<file path="src/hw/soc_misc_pkg.sv">
// misc register block package: types, region code, register map and flash-select constants
`default_nettype none

package soc_misc_pkg;

	// bus and register field widths
	typedef logic [31:0] bus_word_t;
	typedef logic [3:0]  byte_strobe_t;
	typedef logic [4:0]  reg_index_t;
	typedef logic [3:0]  region_t;
	typedef logic [8:0]  led_t;
	typedef logic [7:0]  btn_t;
	typedef logic [29:0] genio_t;
	typedef logic [5:0]  sao_t;
	typedef logic [7:0]  pmod_t;

	// top address nibble of the misc registers
	localparam region_t REGION_MISC = 4'h2;
	// read value for any undecoded region
	localparam bus_word_t BUS_ERROR_WORD = 32'hDEADBEEF;

	// upper 24 bits of a FLASH_SEL write that arm the FPGA reload
	localparam logic [23:0] FSEL_MAGIC = 24'hD0F1A5;
	// select clock is high while the delay count is between HI and LO
	localparam logic [2:0] FSEL_DELAY_START = 3'd7;
	localparam logic [2:0] FSEL_PULSE_HI = 3'd5;
	localparam logic [2:0] FSEL_PULSE_LO = 3'd3;

	// register indices, word address bits 6:2
	localparam reg_index_t REG_LED       = 5'd0;
	localparam reg_index_t REG_BTN       = 5'd1;
	localparam reg_index_t REG_FLASH_SEL = 5'd13;
	localparam reg_index_t REG_GENIO_IN  = 5'd17;
	localparam reg_index_t REG_GENIO_OUT = 5'd18;
	localparam reg_index_t REG_GENIO_OE  = 5'd19;
	localparam reg_index_t REG_GENIO_W2S = 5'd20;
	localparam reg_index_t REG_GENIO_W2C = 5'd21;
	localparam reg_index_t REG_GPEXT_IN  = 5'd22;
	localparam reg_index_t REG_GPEXT_OUT = 5'd23;
	localparam reg_index_t REG_GPEXT_OE  = 5'd24;
	localparam reg_index_t REG_GPEXT_W2S = 5'd25;
	localparam reg_index_t REG_GPEXT_W2C = 5'd26;

	// field positions inside the extension port words
	localparam int unsigned GPEXT_SAO1_LSB = 0;
	localparam int unsigned GPEXT_SAO2_LSB = 8;
	localparam int unsigned GPEXT_PMOD_LSB = 16;
	localparam int unsigned GPEXT_IRDA_BIT = 30;

endpackage

`default_nettype wire

</file>
<file path="src/hw/port_readback_if.sv">
// port_readback_if interface: port register values from the register bank to the bus front end
`timescale 1ns/10ps
`default_nettype none

interface port_readback_if;

	soc_misc_pkg::led_t   led;
	soc_misc_pkg::genio_t genio_out;
	soc_misc_pkg::genio_t genio_oe;
	// extension fields already packed at their bus positions
	soc_misc_pkg::bus_word_t gpext_out_word;
	soc_misc_pkg::bus_word_t gpext_oe_word;

	modport source (
		output led,
		output genio_out,
		output genio_oe,
		output gpext_out_word,
		output gpext_oe_word
	);

	modport sink (
		input led,
		input genio_out,
		input genio_oe,
		input gpext_out_word,
		input gpext_oe_word
	);

endinterface

`default_nettype wire

</file>
<file path="src/hw/flash_select_seq.sv">
// flash_select_seq module: flash select bit, delayed select clock pulse and FPGA reload request
`timescale 1ns/10ps
`default_nettype none

module flash_select_seq (
	input  wire logic                     clk48m,
	input  wire logic                     rst,
	input  wire logic                     wr_en,
	input  wire soc_misc_pkg::reg_index_t wr_index,
	input  wire soc_misc_pkg::bus_word_t  wr_data,
	output logic                          fsel_d,
	output logic                          fsel_c,
	output logic                          programn
);

	logic       sel_wr;
	logic       fsel_strobe;
	logic       reload_armed;
	logic       fpga_reload;
	logic [2:0] fsel_delay;

	assign sel_wr = wr_en && (wr_index == soc_misc_pkg::REG_FLASH_SEL);

	// latch select bit, key check and a one cycle start strobe
	always_ff @(posedge clk48m) begin
		if (rst) begin
			fsel_d <= 1'b0;
			fsel_strobe <= 1'b0;
			reload_armed <= 1'b0;
		end else begin
			fsel_strobe <= sel_wr;
			if (sel_wr) begin
				fsel_d <= wr_data[0];
				reload_armed <= (wr_data[31:8] == soc_misc_pkg::FSEL_MAGIC);
			end
		end
	end

	// the select flip-flop gets its data well before its clock,
	// and the clock is back low before programn is pulled
	always_ff @(posedge clk48m) begin
		if (rst) begin
			fsel_delay <= '0;
			fpga_reload <= 1'b0;
		end else if (fsel_strobe) begin
			fsel_delay <= soc_misc_pkg::FSEL_DELAY_START;
		end else if (fsel_delay != 3'd0) begin
			fsel_delay <= fsel_delay - 3'd1;
			// reload is sticky, only reset brings programn back up
			if (fsel_delay == 3'd1 && reload_armed) begin
				fpga_reload <= 1'b1;
			end
		end
	end

	assign fsel_c = (fsel_delay <= soc_misc_pkg::FSEL_PULSE_HI) &&
		(fsel_delay >= soc_misc_pkg::FSEL_PULSE_LO);
	assign programn = ~fpga_reload;

endmodule

`default_nettype wire

</file>
<file path="src/hw/misc_bus_front.sv">
// misc_bus_front module: region decode, write strobe, read data mux, ready and bus error
`timescale 1ns/10ps
`default_nettype none

module misc_bus_front (
	input  wire logic                       bus_valid,
	input  wire soc_misc_pkg::bus_word_t    bus_addr,
	input  wire soc_misc_pkg::bus_word_t    bus_wdata,
	input  wire soc_misc_pkg::byte_strobe_t bus_wstrb,
	input  wire soc_misc_pkg::btn_t         btn,
	input  wire soc_misc_pkg::genio_t       genio_in,
	input  wire soc_misc_pkg::sao_t         sao1_in,
	input  wire soc_misc_pkg::sao_t         sao2_in,
	input  wire soc_misc_pkg::pmod_t        pmod_in,
	input  wire logic                       fsel_d,
	port_readback_if.sink                   rb,
	output soc_misc_pkg::bus_word_t         bus_rdata,
	output logic                            bus_ready,
	output logic                            bus_error_irq,
	output logic                            wr_en,
	output soc_misc_pkg::reg_index_t        wr_index,
	output soc_misc_pkg::bus_word_t         wr_data
);

	soc_misc_pkg::region_t   region;
	soc_misc_pkg::reg_index_t index;
	logic                    misc_hit;
	soc_misc_pkg::btn_t      btn_inv;
	soc_misc_pkg::bus_word_t gpext_in_word;

	assign region = bus_addr[31:28];
	assign index = bus_addr[6:2];
	assign misc_hit = (region == soc_misc_pkg::REGION_MISC);

	// buttons are active low on the board
	assign btn_inv = ~btn;

	// only byte lane 0 qualifies a register write
	assign wr_en = misc_hit && bus_valid && bus_wstrb[0];
	assign wr_index = index;
	assign wr_data = bus_wdata;

	// no wait states, every access finishes in the cycle it is presented
	assign bus_ready = bus_valid;
	assign bus_error_irq = bus_valid && !misc_hit;

	always_comb begin
		gpext_in_word = '0;
		gpext_in_word[soc_misc_pkg::GPEXT_SAO1_LSB +: $bits(soc_misc_pkg::sao_t)] = sao1_in;
		gpext_in_word[soc_misc_pkg::GPEXT_SAO2_LSB +: $bits(soc_misc_pkg::sao_t)] = sao2_in;
		gpext_in_word[soc_misc_pkg::GPEXT_PMOD_LSB +: $bits(soc_misc_pkg::pmod_t)] = pmod_in;
	end

	always_comb begin
		if (!misc_hit) begin
			bus_rdata = soc_misc_pkg::BUS_ERROR_WORD;
		end else begin
			case (index)
				soc_misc_pkg::REG_LED:       bus_rdata = soc_misc_pkg::bus_word_t'(rb.led);
				soc_misc_pkg::REG_BTN:       bus_rdata = soc_misc_pkg::bus_word_t'(btn_inv);
				soc_misc_pkg::REG_FLASH_SEL: bus_rdata = soc_misc_pkg::bus_word_t'(fsel_d);
				soc_misc_pkg::REG_GENIO_IN:  bus_rdata = soc_misc_pkg::bus_word_t'(genio_in);
				soc_misc_pkg::REG_GENIO_OUT: bus_rdata = soc_misc_pkg::bus_word_t'(rb.genio_out);
				soc_misc_pkg::REG_GENIO_OE:  bus_rdata = soc_misc_pkg::bus_word_t'(rb.genio_oe);
				soc_misc_pkg::REG_GPEXT_IN:  bus_rdata = gpext_in_word;
				soc_misc_pkg::REG_GPEXT_OUT: bus_rdata = rb.gpext_out_word;
				soc_misc_pkg::REG_GPEXT_OE:  bus_rdata = rb.gpext_oe_word;
				// set/clear registers and unmapped slots read as zero
				default:                     bus_rdata = '0;
			endcase
		end
	end

endmodule

`default_nettype wire

</file>
<file path="src/hw/port_regs.sv">
// port_regs module: LED, general IO and extension port registers with set and clear writes
`timescale 1ns/10ps
`default_nettype none

module port_regs (
	input  wire logic                     clk48m,
	input  wire logic                     rst,
	input  wire logic                     wr_en,
	input  wire soc_misc_pkg::reg_index_t wr_index,
	input  wire soc_misc_pkg::bus_word_t  wr_data,
	output soc_misc_pkg::led_t            led,
	output soc_misc_pkg::genio_t          genio_out,
	output soc_misc_pkg::genio_t          genio_oe,
	output soc_misc_pkg::sao_t            sao1_out,
	output soc_misc_pkg::sao_t            sao1_oe,
	output soc_misc_pkg::sao_t            sao2_out,
	output soc_misc_pkg::sao_t            sao2_oe,
	output soc_misc_pkg::pmod_t           pmod_out,
	output soc_misc_pkg::pmod_t           pmod_oe,
	output logic                          irda_sd,
	port_readback_if.source               rb
);

	soc_misc_pkg::led_t   wr_led;
	soc_misc_pkg::genio_t wr_genio;
	soc_misc_pkg::sao_t   wr_sao1;
	soc_misc_pkg::sao_t   wr_sao2;
	soc_misc_pkg::pmod_t  wr_pmod;
	logic                 wr_irda;

	// write data split into the register fields
	assign wr_led = wr_data[$bits(soc_misc_pkg::led_t)-1:0];
	assign wr_genio = wr_data[$bits(soc_misc_pkg::genio_t)-1:0];
	assign wr_sao1 = wr_data[soc_misc_pkg::GPEXT_SAO1_LSB +: $bits(soc_misc_pkg::sao_t)];
	assign wr_sao2 = wr_data[soc_misc_pkg::GPEXT_SAO2_LSB +: $bits(soc_misc_pkg::sao_t)];
	assign wr_pmod = wr_data[soc_misc_pkg::GPEXT_PMOD_LSB +: $bits(soc_misc_pkg::pmod_t)];
	assign wr_irda = wr_data[soc_misc_pkg::GPEXT_IRDA_BIT];

	always_ff @(posedge clk48m) begin
		if (rst) begin
			led <= '0;
			genio_out <= '0;
			genio_oe <= '0;
			sao1_out <= '0;
			sao1_oe <= '0;
			sao2_out <= '0;
			sao2_oe <= '0;
			pmod_out <= '0;
			pmod_oe <= '0;
			// transceiver stays shut down until software enables it
			irda_sd <= 1'b1;
		end else if (wr_en) begin
			case (wr_index)
				soc_misc_pkg::REG_LED: led <= wr_led;
				soc_misc_pkg::REG_GENIO_OUT: genio_out <= wr_genio;
				soc_misc_pkg::REG_GENIO_OE: genio_oe <= wr_genio;
				soc_misc_pkg::REG_GENIO_W2S: genio_out <= genio_out | wr_genio;
				soc_misc_pkg::REG_GENIO_W2C: genio_out <= genio_out & ~wr_genio;
				soc_misc_pkg::REG_GPEXT_OUT: begin
					sao1_out <= wr_sao1;
					sao2_out <= wr_sao2;
					pmod_out <= wr_pmod;
					irda_sd <= wr_irda;
				end
				// irda shutdown has no output enable of its own
				soc_misc_pkg::REG_GPEXT_OE: begin
					sao1_oe <= wr_sao1;
					sao2_oe <= wr_sao2;
					pmod_oe <= wr_pmod;
				end
				soc_misc_pkg::REG_GPEXT_W2S: begin
					sao1_out <= sao1_out | wr_sao1;
					sao2_out <= sao2_out | wr_sao2;
					pmod_out <= pmod_out | wr_pmod;
					irda_sd <= irda_sd | wr_irda;
				end
				soc_misc_pkg::REG_GPEXT_W2C: begin
					sao1_out <= sao1_out & ~wr_sao1;
					sao2_out <= sao2_out & ~wr_sao2;
					pmod_out <= pmod_out & ~wr_pmod;
					irda_sd <= irda_sd & ~wr_irda;
				end
				default: begin
				end
			endcase
		end
	end

	// readback to the bus front end
	assign rb.led = led;
	assign rb.genio_out = genio_out;
	assign rb.genio_oe = genio_oe;

	always_comb begin
		rb.gpext_out_word = '0;
		rb.gpext_out_word[soc_misc_pkg::GPEXT_SAO1_LSB +: $bits(soc_misc_pkg::sao_t)] = sao1_out;
		rb.gpext_out_word[soc_misc_pkg::GPEXT_SAO2_LSB +: $bits(soc_misc_pkg::sao_t)] = sao2_out;
		rb.gpext_out_word[soc_misc_pkg::GPEXT_PMOD_LSB +: $bits(soc_misc_pkg::pmod_t)] = pmod_out;
		rb.gpext_out_word[soc_misc_pkg::GPEXT_IRDA_BIT] = irda_sd;
	end

	always_comb begin
		rb.gpext_oe_word = '0;
		rb.gpext_oe_word[soc_misc_pkg::GPEXT_SAO1_LSB +: $bits(soc_misc_pkg::sao_t)] = sao1_oe;
		rb.gpext_oe_word[soc_misc_pkg::GPEXT_SAO2_LSB +: $bits(soc_misc_pkg::sao_t)] = sao2_oe;
		rb.gpext_oe_word[soc_misc_pkg::GPEXT_PMOD_LSB +: $bits(soc_misc_pkg::pmod_t)] = pmod_oe;
	end

endmodule

`default_nettype wire

</file>
<file path="src/hw/soc_misc_top.sv">
// soc_misc_top module: misc register block top level with bus front end, port registers and flash select
`timescale 1ns/10ps
`default_nettype none

module soc_misc_top (
	input  wire logic                       clk48m,
	input  wire logic                       rst,
	// cpu data bus
	input  wire logic                       bus_valid,
	input  wire soc_misc_pkg::bus_word_t    bus_addr,
	input  wire soc_misc_pkg::bus_word_t    bus_wdata,
	input  wire soc_misc_pkg::byte_strobe_t bus_wstrb,
	output soc_misc_pkg::bus_word_t         bus_rdata,
	output logic                            bus_ready,
	output logic                            bus_error_irq,
	// board pins
	input  wire soc_misc_pkg::btn_t         btn,
	output soc_misc_pkg::led_t              led,
	input  wire soc_misc_pkg::genio_t       genio_in,
	output soc_misc_pkg::genio_t            genio_out,
	output soc_misc_pkg::genio_t            genio_oe,
	input  wire soc_misc_pkg::sao_t         sao1_in,
	output soc_misc_pkg::sao_t              sao1_out,
	output soc_misc_pkg::sao_t              sao1_oe,
	input  wire soc_misc_pkg::sao_t         sao2_in,
	output soc_misc_pkg::sao_t              sao2_out,
	output soc_misc_pkg::sao_t              sao2_oe,
	input  wire soc_misc_pkg::pmod_t        pmod_in,
	output soc_misc_pkg::pmod_t             pmod_out,
	output soc_misc_pkg::pmod_t             pmod_oe,
	output logic                            irda_sd,
	// flash select and reconfiguration
	output logic                            fsel_d,
	output logic                            fsel_c,
	output logic                            programn
);

	logic                     wr_en;
	soc_misc_pkg::reg_index_t wr_index;
	soc_misc_pkg::bus_word_t  wr_data;

	port_readback_if i_port_readback_if ();

	misc_bus_front i_misc_bus_front (
		.bus_valid     (bus_valid),
		.bus_addr      (bus_addr),
		.bus_wdata     (bus_wdata),
		.bus_wstrb     (bus_wstrb),
		.btn           (btn),
		.genio_in      (genio_in),
		.sao1_in       (sao1_in),
		.sao2_in       (sao2_in),
		.pmod_in       (pmod_in),
		.fsel_d        (fsel_d),
		.rb            (i_port_readback_if.sink),
		.bus_rdata     (bus_rdata),
		.bus_ready     (bus_ready),
		.bus_error_irq (bus_error_irq),
		.wr_en         (wr_en),
		.wr_index      (wr_index),
		.wr_data       (wr_data)
	);

	port_regs i_port_regs (
		.clk48m    (clk48m),
		.rst       (rst),
		.wr_en     (wr_en),
		.wr_index  (wr_index),
		.wr_data   (wr_data),
		.led       (led),
		.genio_out (genio_out),
		.genio_oe  (genio_oe),
		.sao1_out  (sao1_out),
		.sao1_oe   (sao1_oe),
		.sao2_out  (sao2_out),
		.sao2_oe   (sao2_oe),
		.pmod_out  (pmod_out),
		.pmod_oe   (pmod_oe),
		.irda_sd   (irda_sd),
		.rb        (i_port_readback_if.source)
	);

	flash_select_seq i_flash_select_seq (
		.clk48m   (clk48m),
		.rst      (rst),
		.wr_en    (wr_en),
		.wr_index (wr_index),
		.wr_data  (wr_data),
		.fsel_d   (fsel_d),
		.fsel_c   (fsel_c),
		.programn (programn)
	);

endmodule

`default_nettype wire

</file>
<file path="config.mk">
export PLATFORM = sky130hd
export DESIGN_NAME = soc_misc_top
export DESIGN_NICKNAME = d
export VERILOG_FILES = /design/src/hw/soc_misc_pkg.sv /design/src/hw/port_readback_if.sv /design/src/hw/flash_select_seq.sv /design/src/hw/misc_bus_front.sv /design/src/hw/port_regs.sv /design/src/hw/soc_misc_top.sv
export SDC_FILE = /design/constraint.sdc
export NUM_CORES = 1
export LEC_CHECK = 0
export BUFFER_PORTS_ARGS = -buffer_cell sky130_fd_sc_hd__buf_2
export CAP_MARGIN = 20
export CORE_ASPECT_RATIO = 1.1
export CORE_MARGIN = 10
export CORE_UTILIZATION = 54
export CTS_CLUSTER_SIZE = 8
export DETAILED_ROUTE_END_ITERATION = 10
export PLACE_DENSITY = 0.95
export REMOVE_ABC_BUFFERS = 1
export SYNTH_ARGS = -nofsm -noshare
export SYNTH_HDL_FRONTEND = slang
export SYNTH_HIERARCHICAL = 1
export SYNTH_SLANG_ARGS = --single-unit
</file>
<file path="constraint.sdc">
create_clock -name clk48m -period 6.7 [get_ports clk48m]
set_input_delay 1.34 -clock clk48m [delete_from_list [all_inputs] [get_ports clk48m]]
set_output_delay 1.34 -clock clk48m [all_outputs]
set_load 0.1 [all_outputs]
</file>
==> flow_metrics.env <==
export IMPL_status="complete, no violations"
export IMPL_cts_buffers=17
export IMPL_leakagePower_nw=3.601
export IMPL_path_delay_family="simple AND/OR/NAND/NOR gates"
export IMPL_post_route_util_pct=60.57
export IMPL_ys_ff_latch=117
export IMPL_crit_buf_inv=3
export IMPL_grt_pass1_vias=7227
export IMPL_post_cts_setup_buffers=0
export IMPL_cap_violations=0
export IMPL_drive_above_1_share_pct=32.49
export IMPL_avgSynthCellArea_sq_um=8.120
export IMPL_grt_max_degree=63
export IMPL_cts_tree="done"
export IMPL_first_pass_iters=6
export IMPL_grt_usage_pct=26.01
export IMPL_grt_first_pass_wirelength_microns=39380
export IMPL_clk_pin_slew_ns=0.05
export IMPL_crit_fanout=29
export IMPL_cts_hold_buf=0
export IMPL_pin_count=276
export IMPL_hold_violations=0
export IMPL_clock_skew_ns=0.003255
export IMPL_worstSkewPairLatency_ns=0.40
export IMPL_slew_viol_final=0
export IMPL_ctsResizeCount=0
export IMPL_drc=0
export IMPL_async_flop_share_pct=0
export IMPL_drt_iter0_drc=1134
export IMPL_antenna_left=0
export IMPL_cp_data_required_time_ns=5.36
export IMPL_avgViaCountPerCell=6.191
export IMPL_max_freq_ghz=0.1795
export IMPL_nNetsFinal=1114
export IMPL_critical_path_startpoint="bus_addr[4]"
export IMPL_synth_edf_count=0
export IMPL_slew_headroom_pct=17.30
export IMPL_clkSinkCount=117
export IMPL_startpoint_type="input port"
export IMPL_powerDensity_mw_per_mm2=226.3
export IMPL_yosysUniqueCellTypes=62
export IMPL_fin_crit_sh_pct=83.15
export IMPL_gp_congestion=0.8207
export IMPL_r2r_start="i_flash_select_seq/fsel_delay[0]"
export IMPL_dp_hpwl_microns=17730
export IMPL_fin_crit_ns=5.571
export IMPL_cts_root_buf="clkbuf_16"
export IMPL_critPathArrivalTime_ns=4.23
export IMPL_worstHoldPathType="reg2reg"
export IMPL_placementRows=44
export IMPL_wirelength_microns=25940
export IMPL_die_w_microns=131.7
export IMPL_dieArea_sq_mm=0.01882
export IMPL_htreeDepth=4
export IMPL_worst_path_most_repeated_cell="buf_2"
export IMPL_antenna_found_initial=2
export IMPL_wl_per_cell_microns=22.06
export IMPL_ys_flop_type="dfxtp_1"
export IMPL_numPortBuffers=249
export IMPL_syn_inst=913
export IMPL_start_util_pct=55.64
export IMPL_core_area_sq_mm=0.01332
export IMPL_finalSetupViolCount=0
export IMPL_overflow=0
export IMPL_ys_warn_count=6
export IMPL_synth_seq_area_share_pct=31.59
export IMPL_finalSetupTns_ns=0
export IMPL_die_h_microns=142.9
export IMPL_cts_buffer_depth=2
export IMPL_rsz0062_at_grt="false"
export IMPL_area_delta_synth_final_pct=8.861
export IMPL_crit_type="in2out"
export IMPL_path_cells="buf_2 -> or3b_1 -> nor3b_4 -> buf_4 -> a222oi_1 -> a31oi_1 -> buf_2"
export IMPL_min_from="i_flash_select_seq/reload_armed"
export IMPL_cp_slowest_cell="nor3b_4"
export IMPL_num_vias=7281
export IMPL_cpPeakStageDelay_ns=0.70
export IMPL_ir_drop_mv=0.1186
export IMPL_worst_pin_slew_ns=1.233
export IMPL_synth_area_sq_mm=0.007413
export IMPL_critPathCaptureType="primary output"
[synth_stat cells (2+ instances only)]
cell type | count | area, sq um
nand4b_1 | 4 | 35.03
nand2b_1 | 3 | 18.77
and2_1 | 4 | 25.02
nor2b_1 | 3 | 18.77
a222oi_1 | 7 | 70.07
nor2_1 | 70 | 262.8
or2_2 | 2 | 12.51
o211ai_1 | 2 | 15.01
buf_2 | 17 | 85.08
a221oi_1 | 22 | 192.7
nor4b_1 | 3 | 26.28
o32ai_1 | 20 | 175.2
or4b_2 | 2 | 20.02
nor4_1 | 2 | 12.51
ha_1 | 4 | 50.05
a31oi_1 | 9 | 56.30
o2bb2ai_1 | 4 | 35.03
nor3_1 | 8 | 40.04
inv_1 | 6 | 22.52
xnor2_1 | 2 | 17.52
nand3b_1 | 3 | 22.52
dfxtp_1 | 117 | 2342
a2bb2oi_1 | 2 | 17.52
buf_4 | 173 | 1299
mux2_2 | 10 | 112.6
mux2i_1 | 36 | 360.4
or3b_1 | 2 | 17.52
nor3b_1 | 2 | 15.01
and3_1 | 2 | 12.51
buf_6 | 9 | 101.4
a21oi_1 | 74 | 370.4
a221o_1 | 3 | 30.03
a22o_1 | 21 | 183.9
and3b_1 | 2 | 17.52
a211oi_1 | 2 | 15.01
or3_1 | 5 | 31.28
a32oi_1 | 5 | 43.79
nand3_1 | 20 | 100.1
a22oi_1 | 27 | 202.7
nand2_1 | 112 | 420.4
and4_1 | 2 | 17.52
clkbuf_1 | 39 | 146.4
o21ai_0 | 32 | 160.2
[cells in the final DEF, fill, tap and decap left out, types with 3 or more instances in the layout]
| master | n |
|---|---|
| nand4b_1 | 4 |
| buf_2 | 248 |
| a221oi_1 | 22 |
| a22o_1 | 21 |
| or3_1 | 5 |
| o32ai_1 | 20 |
| a31oi_1 | 9 |
| nand2_1 | 112 |
| mux2_2 | 10 |
| a32oi_1 | 5 |
| dfxtp_1 | 117 |
| buf_4 | 15 |
| nand3_1 | 20 |
| nor4b_1 | 3 |
| clkinv_2 | 4 |
| clkbuf_1 | 3 |
| a221o_1 | 3 |
| o21ai_0 | 31 |
| clkbuf_16 | 17 |
| clkbuf_8 | 4 |
| o2bb2ai_1 | 4 |
| and2_1 | 4 |
| nand3b_1 | 3 |
| nor2_1 | 69 |
| ha_1 | 4 |
| a21oi_1 | 74 |
| inv_1 | 6 |
| a222oi_1 | 7 |
| conb_1 | 23 |
| nand2b_1 | 3 |
| a22oi_1 | 27 |
| mux2i_1 | 36 |
| nor3_1 | 6 |
[layer usage]
metal / track usage, % / vias to the layer above / wire [microns]
met5: 0 / - / 0
li1: - / 3213 / -
met2: 43.72 / 566 / 12500
met3: 7.930 / 76 / 2951
met1: 29.95 / 3426 / 9698
met4: 12.01 / 0 / 793
[state kept, by name (all words and copies together) (netlist names), 3 cells and up]
register / cells
i_port_regs/sao2_out: 6
i_port_regs/led: 9
i_port_regs/genio_out: 30
i_port_regs/sao1_oe: 6
i_port_regs/sao2_oe: 6
i_flash_select_seq/fsel_delay: 3
i_port_regs/genio_oe: 30
i_port_regs/pmod_oe: 8
i_port_regs/sao1_out: 6
i_port_regs/pmod_out: 8
[worst register-to-register path: stages (launching register included)]
cell and delay, ns:
dfxtp_1 0.36, inv_1 0.13, ha_1 0.19, nor2b_1 0.25, mux2i_1 0.22, nor2_1 0.06, nor2_1 0.08
[kinds of logic (layout without fill, tap and decap cells)]
kind of cell	Yosys count	after routing	synth area share [%]
mux	46	46	6.380
simple gates	261	261	16.61
buf+inv	245	301	22.36
fa+ha+maj	4	4	0.6751
xor+xnor	2	2	0.2363
compound gates	237	237	22.09
other cells	1	24	0.05058
flops	117	117	31.59
[final cells by class]
type	count	area (sq um)
clock inverter	5	50.05
sequential	117	2342
timing repair buffer	266	1404
multi-input combinational	573	3527
clock buffer	24	491.7
tap	184	230.2
inverter	6	22.52
antenna	1	2.502
fill	1152	5253
[power breakdown]
group	internal, mW	switching, mW	total (mW)
Combinational	0.0792	0.182	0.261
Sequential	0.704	0.0101	0.714
Clock	0.541	0.310	0.851
Total	1.32	0.502	1.83
[per-stage QoR]
stage,hold WS (ns),cells,worst slack [ns],power [mW],instance area [sq um]
2_1_floorplan,0.4262,696,0.6768,0.8784,5861
3_3_place_gp,0.4426,1143,1.241,0.9762,7476
3_5_place_dp,0.4487,1144,1.233,0.9841,7487
4_1_cts,0.4542,1173,1.191,1.828,8029
5_1_grt,0.4954,1176,1.030,1.882,8070
6_report,0.4582,1176,1.129,1.826,8070
[worst paths after layout]
check	end	slack, ns	depth (start not counted)
worst min-delay path	i_flash_select_seq/reload_armed	0.46	2
worst min register to register	i_flash_select_seq/reload_armed	0.46	2
worst max register to register	i_flash_select_seq/fsel_delay[1]	5.34	6
worst max-delay path	bus_rdata[8]	1.13	7
Note: power is estimated with default switching activity, not from simulation.
